**config.mk**
```make
export PLATFORM = sky130hd
export DESIGN_NAME = raster_if_top
export DESIGN_NICKNAME = d
export VERILOG_FILES = /design/src/raster_if_pkg.sv /design/src/raster_if_intf.sv /design/src/raster_if_top.sv /design/src/fb_swap_ctrl.sv /design/src/dma_writer.sv /design/src/cmd_decoder.sv /design/src/stream_slice.sv
export VERILOG_INCLUDE_DIRS = /design/src /design/src/include
export SDC_FILE = /design/constraint.sdc
export NUM_CORES = 1
export LEC_CHECK = 0
export CAP_MARGIN = 20
export CORE_MARGIN = 8
export CORE_UTILIZATION = 55
export CTS_BUF_LIST = sky130_fd_sc_hd__clkbuf_4
export DETAILED_ROUTE_END_ITERATION = 8
export DONT_BUFFER_PORTS = 1
export PLACE_DENSITY = 0.78
export RECOVER_POWER = 50
export SLEW_MARGIN = 40
export SYNTH_ARGS = -nofsm -noshare
export SYNTH_HDL_FRONTEND = slang
export SYNTH_SLANG_ARGS = --single-unit
```
**constraint.sdc**
```tcl
create_clock -name aclk -period 16.05 [get_ports aclk]
set_input_delay 0.8025 -clock aclk [delete_from_list [all_inputs] [get_ports aclk]]
set_output_delay 0.8025 -clock aclk [all_outputs]
set_load 0.05 [all_outputs]
```
**src/include/raster_if_cfg.svh**
```systemverilog
/*
 * Widths and field positions of the command stream format.
 * Included by the package and by every module that sizes a port.
 */
`ifndef RASTER_IF_CFG_SVH
`define RASTER_IF_CFG_SVH

`define RIF_CMD_WIDTH 32
`define RIF_ADDR_WIDTH 32
`define RIF_FB_SIZE_WIDTH 20

// Header word layout
`define RIF_OPCODE_MSB 31
`define RIF_OPCODE_LSB 28
`define RIF_VSYNC_BIT 27
`define RIF_COUNT_WIDTH 16

// Address step between two memory beats
`define RIF_WORD_BYTES 4

`endif
```
**src/raster_if_pkg.sv**
```systemverilog
/*
 * Shared types of the command front end: the opcode encoding and the
 * beat structs carried through the skid buffers. Use by scoped names.
 */
`include "raster_if_cfg.svh"

package raster_if_pkg;

    // Opcode in header bits 31..28, anything not listed decodes as a NOP
    typedef enum logic [3:0]
    {
        NOP     = 4'd0,
        STORE   = 4'd1,
        FORWARD = 4'd2,
        SET_FB  = 4'd3,
        SWAP_FB = 4'd4
    } opcode_e;

    // One addressed write on the memory port
    typedef struct packed
    {
        logic [`RIF_ADDR_WIDTH - 1 : 0] addr;
        logic [`RIF_CMD_WIDTH - 1 : 0]  data;
    } mem_beat_t;

    // One word on the stream towards the rasterizer core
    typedef struct packed
    {
        logic [`RIF_CMD_WIDTH - 1 : 0]  data;
        logic                           last;
    } fwd_beat_t;

endpackage

```
**src/raster_if_intf.sv**
```systemverilog
/*
 * Internal links of the command front end. dma_stream_if carries STORE
 * words from the decoder to the DMA writer, fb_ctrl_if carries framebuffer
 * settings and the four-phase swap request to the swap controller.
 */
`timescale 1ns/100ps
`include "raster_if_cfg.svh"

interface dma_stream_if;
    logic                           valid;
    logic                           ready;
    logic [`RIF_CMD_WIDTH - 1 : 0]  data;
    // Marks the final word of a STORE, or its address word if empty
    logic                           last;

    modport source (output valid, output data, output last, input ready);
    modport sink (input valid, input data, input last, output ready);
endinterface

interface fb_ctrl_if;
    // One-cycle pulse, address and size are valid with it
    logic                               set_fb;
    logic [`RIF_ADDR_WIDTH - 1 : 0]     fb_addr;
    logic [`RIF_FB_SIZE_WIDTH - 1 : 0]  fb_size;
    // Four-phase request and acknowledge of a framebuffer swap
    logic                               swap_req;
    logic                               swap_vsync;
    logic                               swap_ack;

    modport ctrl
    (
        output set_fb,
        output fb_addr,
        output fb_size,
        output swap_req,
        output swap_vsync,
        input  swap_ack
    );

    modport unit
    (
        input  set_fb,
        input  fb_addr,
        input  fb_size,
        input  swap_req,
        input  swap_vsync,
        output swap_ack
    );
endinterface

```
**src/raster_if_top.sv**
```systemverilog
/*
 * Top level of the graphics command front end. Connects the decoder,
 * the DMA writer and the swap controller to the command, forward,
 * memory and display ports.
 */
`timescale 1ns/100ps
`include "raster_if_cfg.svh"

module raster_if_top
(
    input  logic                                aclk,
    input  logic                                reset,

    // Command stream in, tlast carries no meaning for the parser
    input  logic                                s_cmd_axis_tvalid,
    output logic                                s_cmd_axis_tready,
    input  logic                                s_cmd_axis_tlast,
    input  logic [`RIF_CMD_WIDTH - 1 : 0]       s_cmd_axis_tdata,

    // Forwarded commands towards the rasterizer core
    output logic                                m_cmd_axis_tvalid,
    input  logic                                m_cmd_axis_tready,
    output logic                                m_cmd_axis_tlast,
    output logic [`RIF_CMD_WIDTH - 1 : 0]       m_cmd_axis_tdata,

    output logic                                mem_valid,
    input  logic                                mem_ready,
    output logic [`RIF_ADDR_WIDTH - 1 : 0]      mem_addr,
    output logic [`RIF_CMD_WIDTH - 1 : 0]       mem_data,

    output logic [`RIF_ADDR_WIDTH - 1 : 0]      fb_addr,
    output logic [`RIF_FB_SIZE_WIDTH - 1 : 0]   fb_size,
    output logic                                swap_fb,
    output logic                                swap_fb_enable_vsync,
    input  logic                                fb_swapped
);
    logic writes_idle;

    dma_stream_if dma_link ();
    fb_ctrl_if fb_link ();

    cmd_decoder decoder (
        .aclk(aclk),
        .reset(reset),
        .cmd_valid(s_cmd_axis_tvalid),
        .cmd_ready(s_cmd_axis_tready),
        .cmd_data(s_cmd_axis_tdata),
        .fwd_valid(m_cmd_axis_tvalid),
        .fwd_ready(m_cmd_axis_tready),
        .fwd_data(m_cmd_axis_tdata),
        .fwd_last(m_cmd_axis_tlast),
        .dma(dma_link.source),
        .fb(fb_link.ctrl)
    );

    dma_writer dma (
        .aclk(aclk),
        .reset(reset),
        .dma(dma_link.sink),
        .mem_valid(mem_valid),
        .mem_ready(mem_ready),
        .mem_addr(mem_addr),
        .mem_data(mem_data),
        .writes_idle(writes_idle)
    );

    fb_swap_ctrl swap_ctrl (
        .aclk(aclk),
        .reset(reset),
        .fb(fb_link.unit),
        .writes_idle(writes_idle),
        .fb_addr(fb_addr),
        .fb_size(fb_size),
        .swap_fb(swap_fb),
        .swap_fb_enable_vsync(swap_fb_enable_vsync),
        .fb_swapped(fb_swapped)
    );

endmodule

```
**src/fb_swap_ctrl.sv**
```systemverilog
/*
 * Framebuffer registers and swap sequencing. A swap request waits until
 * all earlier memory writes are out, then runs the four-phase handshake
 * with the display before acknowledging the decoder.
 */
`timescale 1ns/100ps
`include "raster_if_cfg.svh"

module fb_swap_ctrl
(
    input  logic                                aclk,
    input  logic                                reset,

    fb_ctrl_if.unit                             fb,
    input  logic                                writes_idle,

    output logic [`RIF_ADDR_WIDTH - 1 : 0]      fb_addr,
    output logic [`RIF_FB_SIZE_WIDTH - 1 : 0]   fb_size,
    output logic                                swap_fb,
    output logic                                swap_fb_enable_vsync,
    input  logic                                fb_swapped
);
    typedef enum logic [2 : 0]
    {
        SW_IDLE,
        SW_FENCE,
        SW_SWAPPING,
        SW_RELEASE,
        SW_ACK
    } swap_state_e;

    swap_state_e state;

    always_ff @(posedge aclk)
    begin
        if (reset)
        begin
            fb_addr <= '0;
            fb_size <= '0;
        end
        else if (fb.set_fb)
        begin
            fb_addr <= fb.fb_addr;
            fb_size <= fb.fb_size;
        end
    end

    always_ff @(posedge aclk)
    begin
        if (reset)
        begin
            state <= SW_IDLE;
            swap_fb <= 1'b0;
            fb.swap_ack <= 1'b0;
        end
        else
        begin
            case (state)
                SW_IDLE:
                    if (fb.swap_req)
                    begin
                        state <= SW_FENCE;
                    end
                SW_FENCE:
                    // Display must have released the previous swap as well
                    if (writes_idle && !fb_swapped)
                    begin
                        swap_fb <= 1'b1;
                        state <= SW_SWAPPING;
                    end
                SW_SWAPPING:
                    if (fb_swapped)
                    begin
                        swap_fb <= 1'b0;
                        state <= SW_RELEASE;
                    end
                SW_RELEASE:
                begin
                    fb.swap_ack <= 1'b1;
                    state <= SW_ACK;
                end
                default:
                    if (!fb.swap_req)
                    begin
                        fb.swap_ack <= 1'b0;
                        state <= SW_IDLE;
                    end
            endcase
        end
    end

    always_ff @(posedge aclk)
    begin
        if (state == SW_IDLE && fb.swap_req)
        begin
            swap_fb_enable_vsync <= fb.swap_vsync;
        end
    end

endmodule

```
**src/dma_writer.sv**
```systemverilog
/*
 * DMA writer for STORE. The first word of each block is the start
 * address, every following word becomes one addressed memory write.
 */
`timescale 1ns/100ps
`include "raster_if_cfg.svh"

module dma_writer
(
    input  logic                            aclk,
    input  logic                            reset,

    dma_stream_if.sink                      dma,

    output logic                            mem_valid,
    input  logic                            mem_ready,
    output logic [`RIF_ADDR_WIDTH - 1 : 0]  mem_addr,
    output logic [`RIF_CMD_WIDTH - 1 : 0]   mem_data,

    output logic                            writes_idle
);
    logic                               expect_addr;
    logic [`RIF_ADDR_WIDTH - 1 : 0]     addr_q;
    logic                               beat_valid;
    logic                               beat_ready;
    raster_if_pkg::mem_beat_t           beat_in;
    raster_if_pkg::mem_beat_t           beat_out;

    // The address word is swallowed here and never reaches the port
    assign dma.ready = expect_addr || beat_ready;
    assign beat_valid = dma.valid && !expect_addr;
    assign beat_in.addr = addr_q;
    assign beat_in.data = dma.data;

    always_ff @(posedge aclk)
    begin
        if (reset)
        begin
            expect_addr <= 1'b1;
        end
        else if (dma.valid && dma.ready)
        begin
            expect_addr <= dma.last;
        end
    end

    always_ff @(posedge aclk)
    begin
        if (dma.valid && dma.ready)
        begin
            addr_q <= expect_addr ? dma.data[`RIF_ADDR_WIDTH - 1 : 0]
                                  : addr_q + `RIF_ADDR_WIDTH'(`RIF_WORD_BYTES);
        end
    end

    stream_slice #(
        .payload_t(raster_if_pkg::mem_beat_t)
    ) mem_slice (
        .aclk(aclk),
        .reset(reset),
        .in_valid(beat_valid),
        .in_ready(beat_ready),
        .in_data(beat_in),
        .out_valid(mem_valid),
        .out_ready(mem_ready),
        .out_data(beat_out)
    );

    assign mem_addr = beat_out.addr;
    assign mem_data = beat_out.data;

    // Nothing at the port and the skid entry empty
    assign writes_idle = !mem_valid && beat_ready;

endmodule

```
**src/cmd_decoder.sv**
```systemverilog
/*
 * Command stream parser. Reads a header word, then steers the payload
 * words of STORE to the DMA writer, of FORWARD to the rasterizer stream
 * and of SET_FB / SWAP_FB to the framebuffer swap controller.
 */
`timescale 1ns/100ps
`include "raster_if_cfg.svh"

module cmd_decoder
(
    input  logic                            aclk,
    input  logic                            reset,

    input  logic                            cmd_valid,
    output logic                            cmd_ready,
    input  logic [`RIF_CMD_WIDTH - 1 : 0]   cmd_data,

    output logic                            fwd_valid,
    input  logic                            fwd_ready,
    output logic [`RIF_CMD_WIDTH - 1 : 0]   fwd_data,
    output logic                            fwd_last,

    dma_stream_if.source                    dma,
    fb_ctrl_if.ctrl                         fb
);
    typedef enum logic [2 : 0]
    {
        ST_HEADER,
        ST_STORE_ADDR,
        ST_STORE_DATA,
        ST_FWD_DATA,
        ST_FB_ADDR,
        ST_SWAP_WAIT
    } state_e;

    state_e                             state;
    logic                               active;
    logic [`RIF_COUNT_WIDTH - 1 : 0]    count;
    logic [`RIF_FB_SIZE_WIDTH - 1 : 0]  size_q;
    raster_if_pkg::opcode_e             opcode;
    logic                               cmd_fire;
    logic                               fwd_in_valid;
    logic                               fwd_in_ready;
    raster_if_pkg::fwd_beat_t           fwd_in;
    raster_if_pkg::fwd_beat_t           fwd_out;

    assign opcode = raster_if_pkg::opcode_e'(cmd_data[`RIF_OPCODE_MSB : `RIF_OPCODE_LSB]);
    assign cmd_fire = cmd_valid && cmd_ready;

    // Payload words wait on their destination, the swap blocks everything
    always_comb
    begin
        case (state)
            ST_HEADER:      cmd_ready = active;
            ST_STORE_ADDR:  cmd_ready = dma.ready;
            ST_STORE_DATA:  cmd_ready = dma.ready;
            ST_FWD_DATA:    cmd_ready = fwd_in_ready;
            ST_FB_ADDR:     cmd_ready = 1'b1;
            default:        cmd_ready = 1'b0;
        endcase
    end

    assign dma.valid = cmd_valid && (state == ST_STORE_ADDR || state == ST_STORE_DATA);
    assign dma.data = cmd_data;
    // An empty STORE closes with its address word
    assign dma.last = (state == ST_STORE_ADDR) ? (count == '0) : (count == 1);

    assign fwd_in_valid = cmd_valid && (state == ST_FWD_DATA);
    assign fwd_in.data = cmd_data;
    assign fwd_in.last = (count == 1);

    assign fb.set_fb = cmd_valid && (state == ST_FB_ADDR);
    assign fb.fb_addr = cmd_data[`RIF_ADDR_WIDTH - 1 : 0];
    assign fb.fb_size = size_q;

    always_ff @(posedge aclk)
    begin
        if (reset)
        begin
            state <= ST_HEADER;
            active <= 1'b0;
            count <= '0;
            fb.swap_req <= 1'b0;
        end
        else
        begin
            active <= 1'b1;
            case (state)
                ST_HEADER:
                begin
                    if (cmd_fire)
                    begin
                        count <= cmd_data[`RIF_COUNT_WIDTH - 1 : 0];
                        case (opcode)
                            raster_if_pkg::STORE:
                                state <= ST_STORE_ADDR;
                            raster_if_pkg::FORWARD:
                                if (cmd_data[`RIF_COUNT_WIDTH - 1 : 0] != '0)
                                begin
                                    state <= ST_FWD_DATA;
                                end
                            raster_if_pkg::SET_FB:
                                state <= ST_FB_ADDR;
                            raster_if_pkg::SWAP_FB:
                            begin
                                state <= ST_SWAP_WAIT;
                                fb.swap_req <= 1'b1;
                            end
                            default:
                                state <= ST_HEADER;
                        endcase
                    end
                end
                ST_STORE_ADDR:
                begin
                    if (cmd_fire)
                    begin
                        state <= (count == '0) ? ST_HEADER : ST_STORE_DATA;
                    end
                end
                ST_STORE_DATA, ST_FWD_DATA:
                begin
                    if (cmd_fire)
                    begin
                        count <= count - 1'b1;
                        if (count == 1)
                        begin
                            state <= ST_HEADER;
                        end
                    end
                end
                ST_FB_ADDR:
                begin
                    if (cmd_fire)
                    begin
                        state <= ST_HEADER;
                    end
                end
                default:
                begin
                    // Drop the request on ack, leave once ack has fallen
                    if (fb.swap_ack)
                    begin
                        fb.swap_req <= 1'b0;
                    end
                    else if (!fb.swap_req)
                    begin
                        state <= ST_HEADER;
                    end
                end
            endcase
        end
    end

    always_ff @(posedge aclk)
    begin
        if (state == ST_HEADER && cmd_fire)
        begin
            size_q <= cmd_data[`RIF_FB_SIZE_WIDTH - 1 : 0];
            fb.swap_vsync <= cmd_data[`RIF_VSYNC_BIT];
        end
    end

    stream_slice #(
        .payload_t(raster_if_pkg::fwd_beat_t)
    ) fwd_slice (
        .aclk(aclk),
        .reset(reset),
        .in_valid(fwd_in_valid),
        .in_ready(fwd_in_ready),
        .in_data(fwd_in),
        .out_valid(fwd_valid),
        .out_ready(fwd_ready),
        .out_data(fwd_out)
    );

    assign fwd_data = fwd_out.data;
    assign fwd_last = fwd_out.last;

endmodule

```
**src/stream_slice.sv**
```systemverilog
/*
 * Two-entry valid/ready skid buffer. Output valid and input ready both
 * come from flops, and it still passes one beat per cycle.
 */
`timescale 1ns/100ps

module stream_slice #(
    parameter type payload_t = logic [31 : 0]
)
(
    input  logic        aclk,
    input  logic        reset,

    input  logic        in_valid,
    output logic        in_ready,
    input  payload_t    in_data,

    output logic        out_valid,
    input  logic        out_ready,
    output payload_t    out_data
);
    logic       skid_valid;
    payload_t   skid_data;

    // A full skid entry means the output is stalled and no more room is left
    assign in_ready = !skid_valid;

    always_ff @(posedge aclk)
    begin
        if (reset)
        begin
            out_valid <= 1'b0;
            skid_valid <= 1'b0;
        end
        else if (out_ready || !out_valid)
        begin
            // Output register is free this cycle, refill from skid first
            if (skid_valid)
            begin
                out_valid <= 1'b1;
                skid_valid <= 1'b0;
            end
            else
            begin
                out_valid <= in_valid;
            end
        end
        else if (in_valid && in_ready)
        begin
            skid_valid <= 1'b1;
        end
    end

    always_ff @(posedge aclk)
    begin
        if (out_ready || !out_valid)
        begin
            out_data <= skid_valid ? skid_data : in_data;
        end
        else if (in_valid && in_ready)
        begin
            skid_data <= in_data;
        end
    end

endmodule

```
==> run summary <==
The run finished, with violations left. The checks that failed: capacitance limit, slew limit. Share of the synthesized area in compound gates (AO/OA/AOI/OAI): 7.59%. Global routing consumed, on the met3 layer, 6.54% of the routing resources. The worst-case reg-to-reg path depth was 6.

The global routing stage identified its most utilized layer as met2. The vertical extent of the die came out at 171 um. The final critical path takes up 32.1% of the cycle. In the routed design, unresolved DRC markers number 0. The setup check on the worst reg-to-reg path leaves a slack of 10.89 ns. The post-synthesis sequential area ratio is 68.7%.

The critical path is of the flip-flop to flip-flop type. The tools report the leakage power summed over all cells as 0.00493 uW. The launching element of the worst setup path is dma.mem_slice.skid_valid$_SDFFE_PP0P_.

The initial antenna violation count was 1; the number of slew-limit violations in the final report was 325. The logs give 55.3% for the initial core utilization and 0 ns for the total negative slack. Die width: 171 um.

The detailed-router iteration count before antenna repair was 5. The number of nets handed over by synthesis was 1057. In this run the power density over the cells is 126 nW/um^2. The filler cells instantiated in the layout total 1865. The most instantiated flip-flop cell in the synthesis netlist was sky130_fd_sc_hd__edfxtp_1.

The floorplan step defined a core boundary enclosing 24000 sq um. After synthesis, the share of cell area in mux cells is 8.04%. The endpoint type of the worst setup path was a flip-flop. The run gives 47.7 mm as the global-route wire length before repair. The count of placed standard cells including taps is 1288, and the transition time at the pin with the least slew margin is 4.20 ns. The run gives 31.7 mm as the overall routed net length.

Across the routed clock network, the largest skew measured is 0.0501 ns. The logs give 0 for the post-cts resize count and 27.2% for the routing usage on met1. Based on the critical path, the design can be clocked at up to 194 MHz. The highest ir drop seen on vdd was 0.0757 mV; the via density per instance was 5.85. Excluding fillers, the count of instances in the completed layout stands at 1440.

The logs give 331 for the clock sink count and 57 for the row count. For met2 alone, demand over resource in global routing was 33.7%. For the worst setup path, the data required time is 16.56 ns. At the later pin of the worst-skew pair, clock insertion delay measures 0.70 ns.

The run gives -180% as the remaining max-slew budget at the tightest pin. For this run, the post-layout net count is 1092. After clock tree synthesis, the clock-pin slew on the worst setup and hold paths is 0.07 ns. The longest clock path from root to sink contains 3 buffers. The HPWL after detailed placement is 19.4 mm. For the boundary pin count, the log shows 193. Counting every instance in the synthesized netlist gives 1015.

The worst setup path is launched from a flip-flop. In the final routed layout, each cell accounts on average for 22.0 um. Summing over every cut layer, the via total after detailed routing is 8422. Buffers inserted during clock tree synthesis total 84.

The synthesized area per cell is 13.1 sq um, and the synthesized area is 13300 sq um. The number of global-route vias before repair was 8317; the number of I/O port buffers was 0. For this block, the initial DRC count from the detailed router was 699. The footprint of the flip-flops and latches is 9110 sq um, and the simple logic cell fraction of the synthesized area is 11.0%. The destination of the worst register-to-register timing path was decoder.count[3]$_SDFFE_PP0P_.

The number of enable flip-flop cells after synthesis is 248, and the remaining antenna violation count after routing is 0. The main combinational cell family by area after synthesis is simple AND/OR/NAND/NOR gates. Entering global routing, the biggest net connects 84 pins.

After Yosys synthesis, XOR and XNOR cells account for 2.05% of the synthesized area. The worst hold path belongs to the class input port to flip-flop. The die covers 29300 sq um. The startpoint identified for the worst register-to-register timing path is dma.mem_slice.skid_valid$_SDFFE_PP0P_. The run gives 0.804 as the final weighted congestion in routability-driven placement. Number of hold-slack violations in the final timing report: 0. The multi-input combinational cells in the finished layout cover a total of 3850 sq um. Subtracting the final worst setup slack from the clock period gives 5.16 ns. The flop and latch count out of synthesis was 331; the number of warnings reported in the yosys synthesis log was 0. For the data arrival at the endpoint of the critical path, the log shows 5.67 ns.

Counting flops with an async set or reset pin after synthesis yields a share of 0%. The tools report the cell at the root of the clock tree as sky130_fd_sc_hd__clkbuf_4. TritonCTS built the clock tree. The logs give 64 for the count of different cell masters after synthesis and 0 for the quantity of hold-fixing buffers added after cts. The post-route netlist has 23.7% of its cells at a drive strength greater than 1.

Setup repair after global routing left no endpoint under its margin. The area added between synthesis and finish is 10.4%, and the post-CTS setup repair buffer count is 0. CTS built an H-tree with a depth of 3. Global routing used 21.3% of the available tracks. The aggregate global routing overflow is 0, and the max capacitance violation total is 7. The worst setup path endpoint is decoder.count[3]$_SDFFE_PP0P_. The number of endpoints failing setup at the final stage was 0; the post-synthesis share of cell area spent on full adders, half adders and majority gates was 0.283%. The maximum fanout count along the critical path works out to 73.
-- how the worst min path moves through the flow --
stage / startpoint / to / slack [ns] / cells past startpoint
after floorplan: decoder.fb.swap_vsync$_DFFE_PP_ / swap_ctrl.swap_fb_enable_vsync$_DFFE_PP_ / 0.40 / 0
after global placement: dma.addr_q[1]$_DFFE_PP_ / dma.mem_slice.skid_data[33]$_DFFE_PP_ / 0.44 / 0
after detailed placement: dma.addr_q[0]$_DFFE_PP_ / dma.mem_slice.skid_data[32]$_DFFE_PP_ / 0.44 / 0
after CTS: reset / swap_ctrl.fb_size[11]$_SDFFE_PP0P_ / 0.12 / 1
after global routing: s_cmd_axis_tdata[10] / dma.mem_slice.skid_data[10]$_DFFE_PP_ / 0.14 / 0
final: reset / dma.mem_slice.skid_valid$_SDFFE_PP0P_ / 0.18 / 1
-- cells by family after synthesis --
| family | count (synthesis) |
|---|---|
| buffers and inverters | 77 |
| muxes | 95 |
| adders and majority gates | 3 |
| xor gates and xnor gates | 31 |
| DFF | 331 |
| AOI/OAI and AO/OA | 175 |
| and+or+nand+nor | 303 |
-- synth_stat cells (6+ instances only) --
| library cell | instances | area, sq um |
|---|---|---|
| sky130_fd_sc_hd__edfxtp_1 | 248 | 7450 |
| sky130_fd_sc_hd__nand2_1 | 165 | 619 |
| sky130_fd_sc_hd__mux2_2 | 92 | 1040 |
| sky130_fd_sc_hd__dfxtp_1 | 83 | 1660 |
| sky130_fd_sc_hd__a21oi_1 | 79 | 395 |
| sky130_fd_sc_hd__clkbuf_1 | 54 | 203 |
| sky130_fd_sc_hd__o21ai_0 | 54 | 270 |
| sky130_fd_sc_hd__nor2_1 | 34 | 128 |
| sky130_fd_sc_hd__xnor2_1 | 22 | 193 |
| sky130_fd_sc_hd__inv_1 | 16 | 60.1 |
| sky130_fd_sc_hd__nand3_1 | 16 | 80.1 |
| sky130_fd_sc_hd__nor3_1 | 13 | 65.1 |
| sky130_fd_sc_hd__nor4_1 | 11 | 68.8 |
| sky130_fd_sc_hd__xor2_1 | 9 | 78.8 |
| sky130_fd_sc_hd__nand4_1 | 8 | 50.1 |
| sky130_fd_sc_hd__and3_1 | 7 | 43.8 |
| sky130_fd_sc_hd__nand2b_1 | 7 | 43.8 |
| sky130_fd_sc_hd__a211oi_1 | 6 | 45.0 |
| sky130_fd_sc_hd__and2_1 | 6 | 37.5 |
-- routing by layer --
metal  vias up  wire [um]  part of all wire [%]
met1      4128      12800                    40
met3        57       2910                   9.2
met5         -          0                     0
met4         0        773                   2.4
li1       3839          -                     -
met2       398      15200                    48
-- cell type report --
class	instances	area share, %
Antenna cell	1	0.0171
Inverter	16	0.410
Multi-Input combinational cell	607	26.3
Tap cell	324	2.77
Clock buffer	142	7.28
Sequential cell	331	62.2
Timing Repair Buffer	10	0.436
Clock inverter	9	0.504
-- state kept, by name (all words and copies together), names as in the netlist, 3 cells and up --
name / flops
decoder.count: 16
decoder.fb.fb_size: 20
decoder.fwd_slice.out_data: 33
decoder.fwd_slice.skid_data: 33
decoder.state: 3
dma.addr_q: 32
dma.mem_slice.out_data: 64
dma.mem_slice.skid_data: 64
swap_ctrl.fb_addr: 32
swap_ctrl.fb_size: 20
swap_ctrl.state: 3
-- power breakdown --
group | leakage (uW) | internal, uW | switching [uW] | total, uW
Sequential | 0.00307 | 950 | 68.4 | 1020
Clock | 0.000687 | 413 | 326 | 739
Combinational | 0.00118 | 35.5 | 52.5 | 88.1
Total | 0.00493 | 1400 | 447 | 1850
-- stage by stage --
stage	area (sq um)	utilization, %	power, uW	setup slack (ns)	hold slack [ns]
after floorplan	13300	-	1110	6.98	0.400
after global placement	13500	56.5	1120	13.18	0.438
after detailed placement	13600	56.6	1130	13.23	0.444
after CTS	14700	61.3	1870	13.02	0.118
after global routing	14600	61.1	1920	10.42	0.141
final	14600	61.1	1850	10.89	0.178
-- worst max-delay path: stages (launching register included) --
cell and delay [ns]:
sky130_fd_sc_hd__dfxtp_4 0.34, sky130_fd_sc_hd__clkbuf_1 2.94, sky130_fd_sc_hd__nand2b_1 0.30, sky130_fd_sc_hd__a221o_1 0.59, sky130_fd_sc_hd__and2_1 0.48, sky130_fd_sc_hd__o21ai_0 0.21
sky130_fd_sc_hd__a221oi_1 0.11
-- layout by cell type (no fill, tap or decap), drive strengths merged, types with 7 or more instances in the layout --
master  instances
edfxtp        248
or3             7
clkbuf        145
nor2           34
mux2           92
xnor2          22
inv            18
nand3          16
a21oi          79
and3            7
xor2            9
o21ai          55
buf             7
nor4           14
nand2b          7
dfxtp          83
nand4           8
nand2         165
nor3           13
No activity file was read; power rests on OpenSTA's default activity.
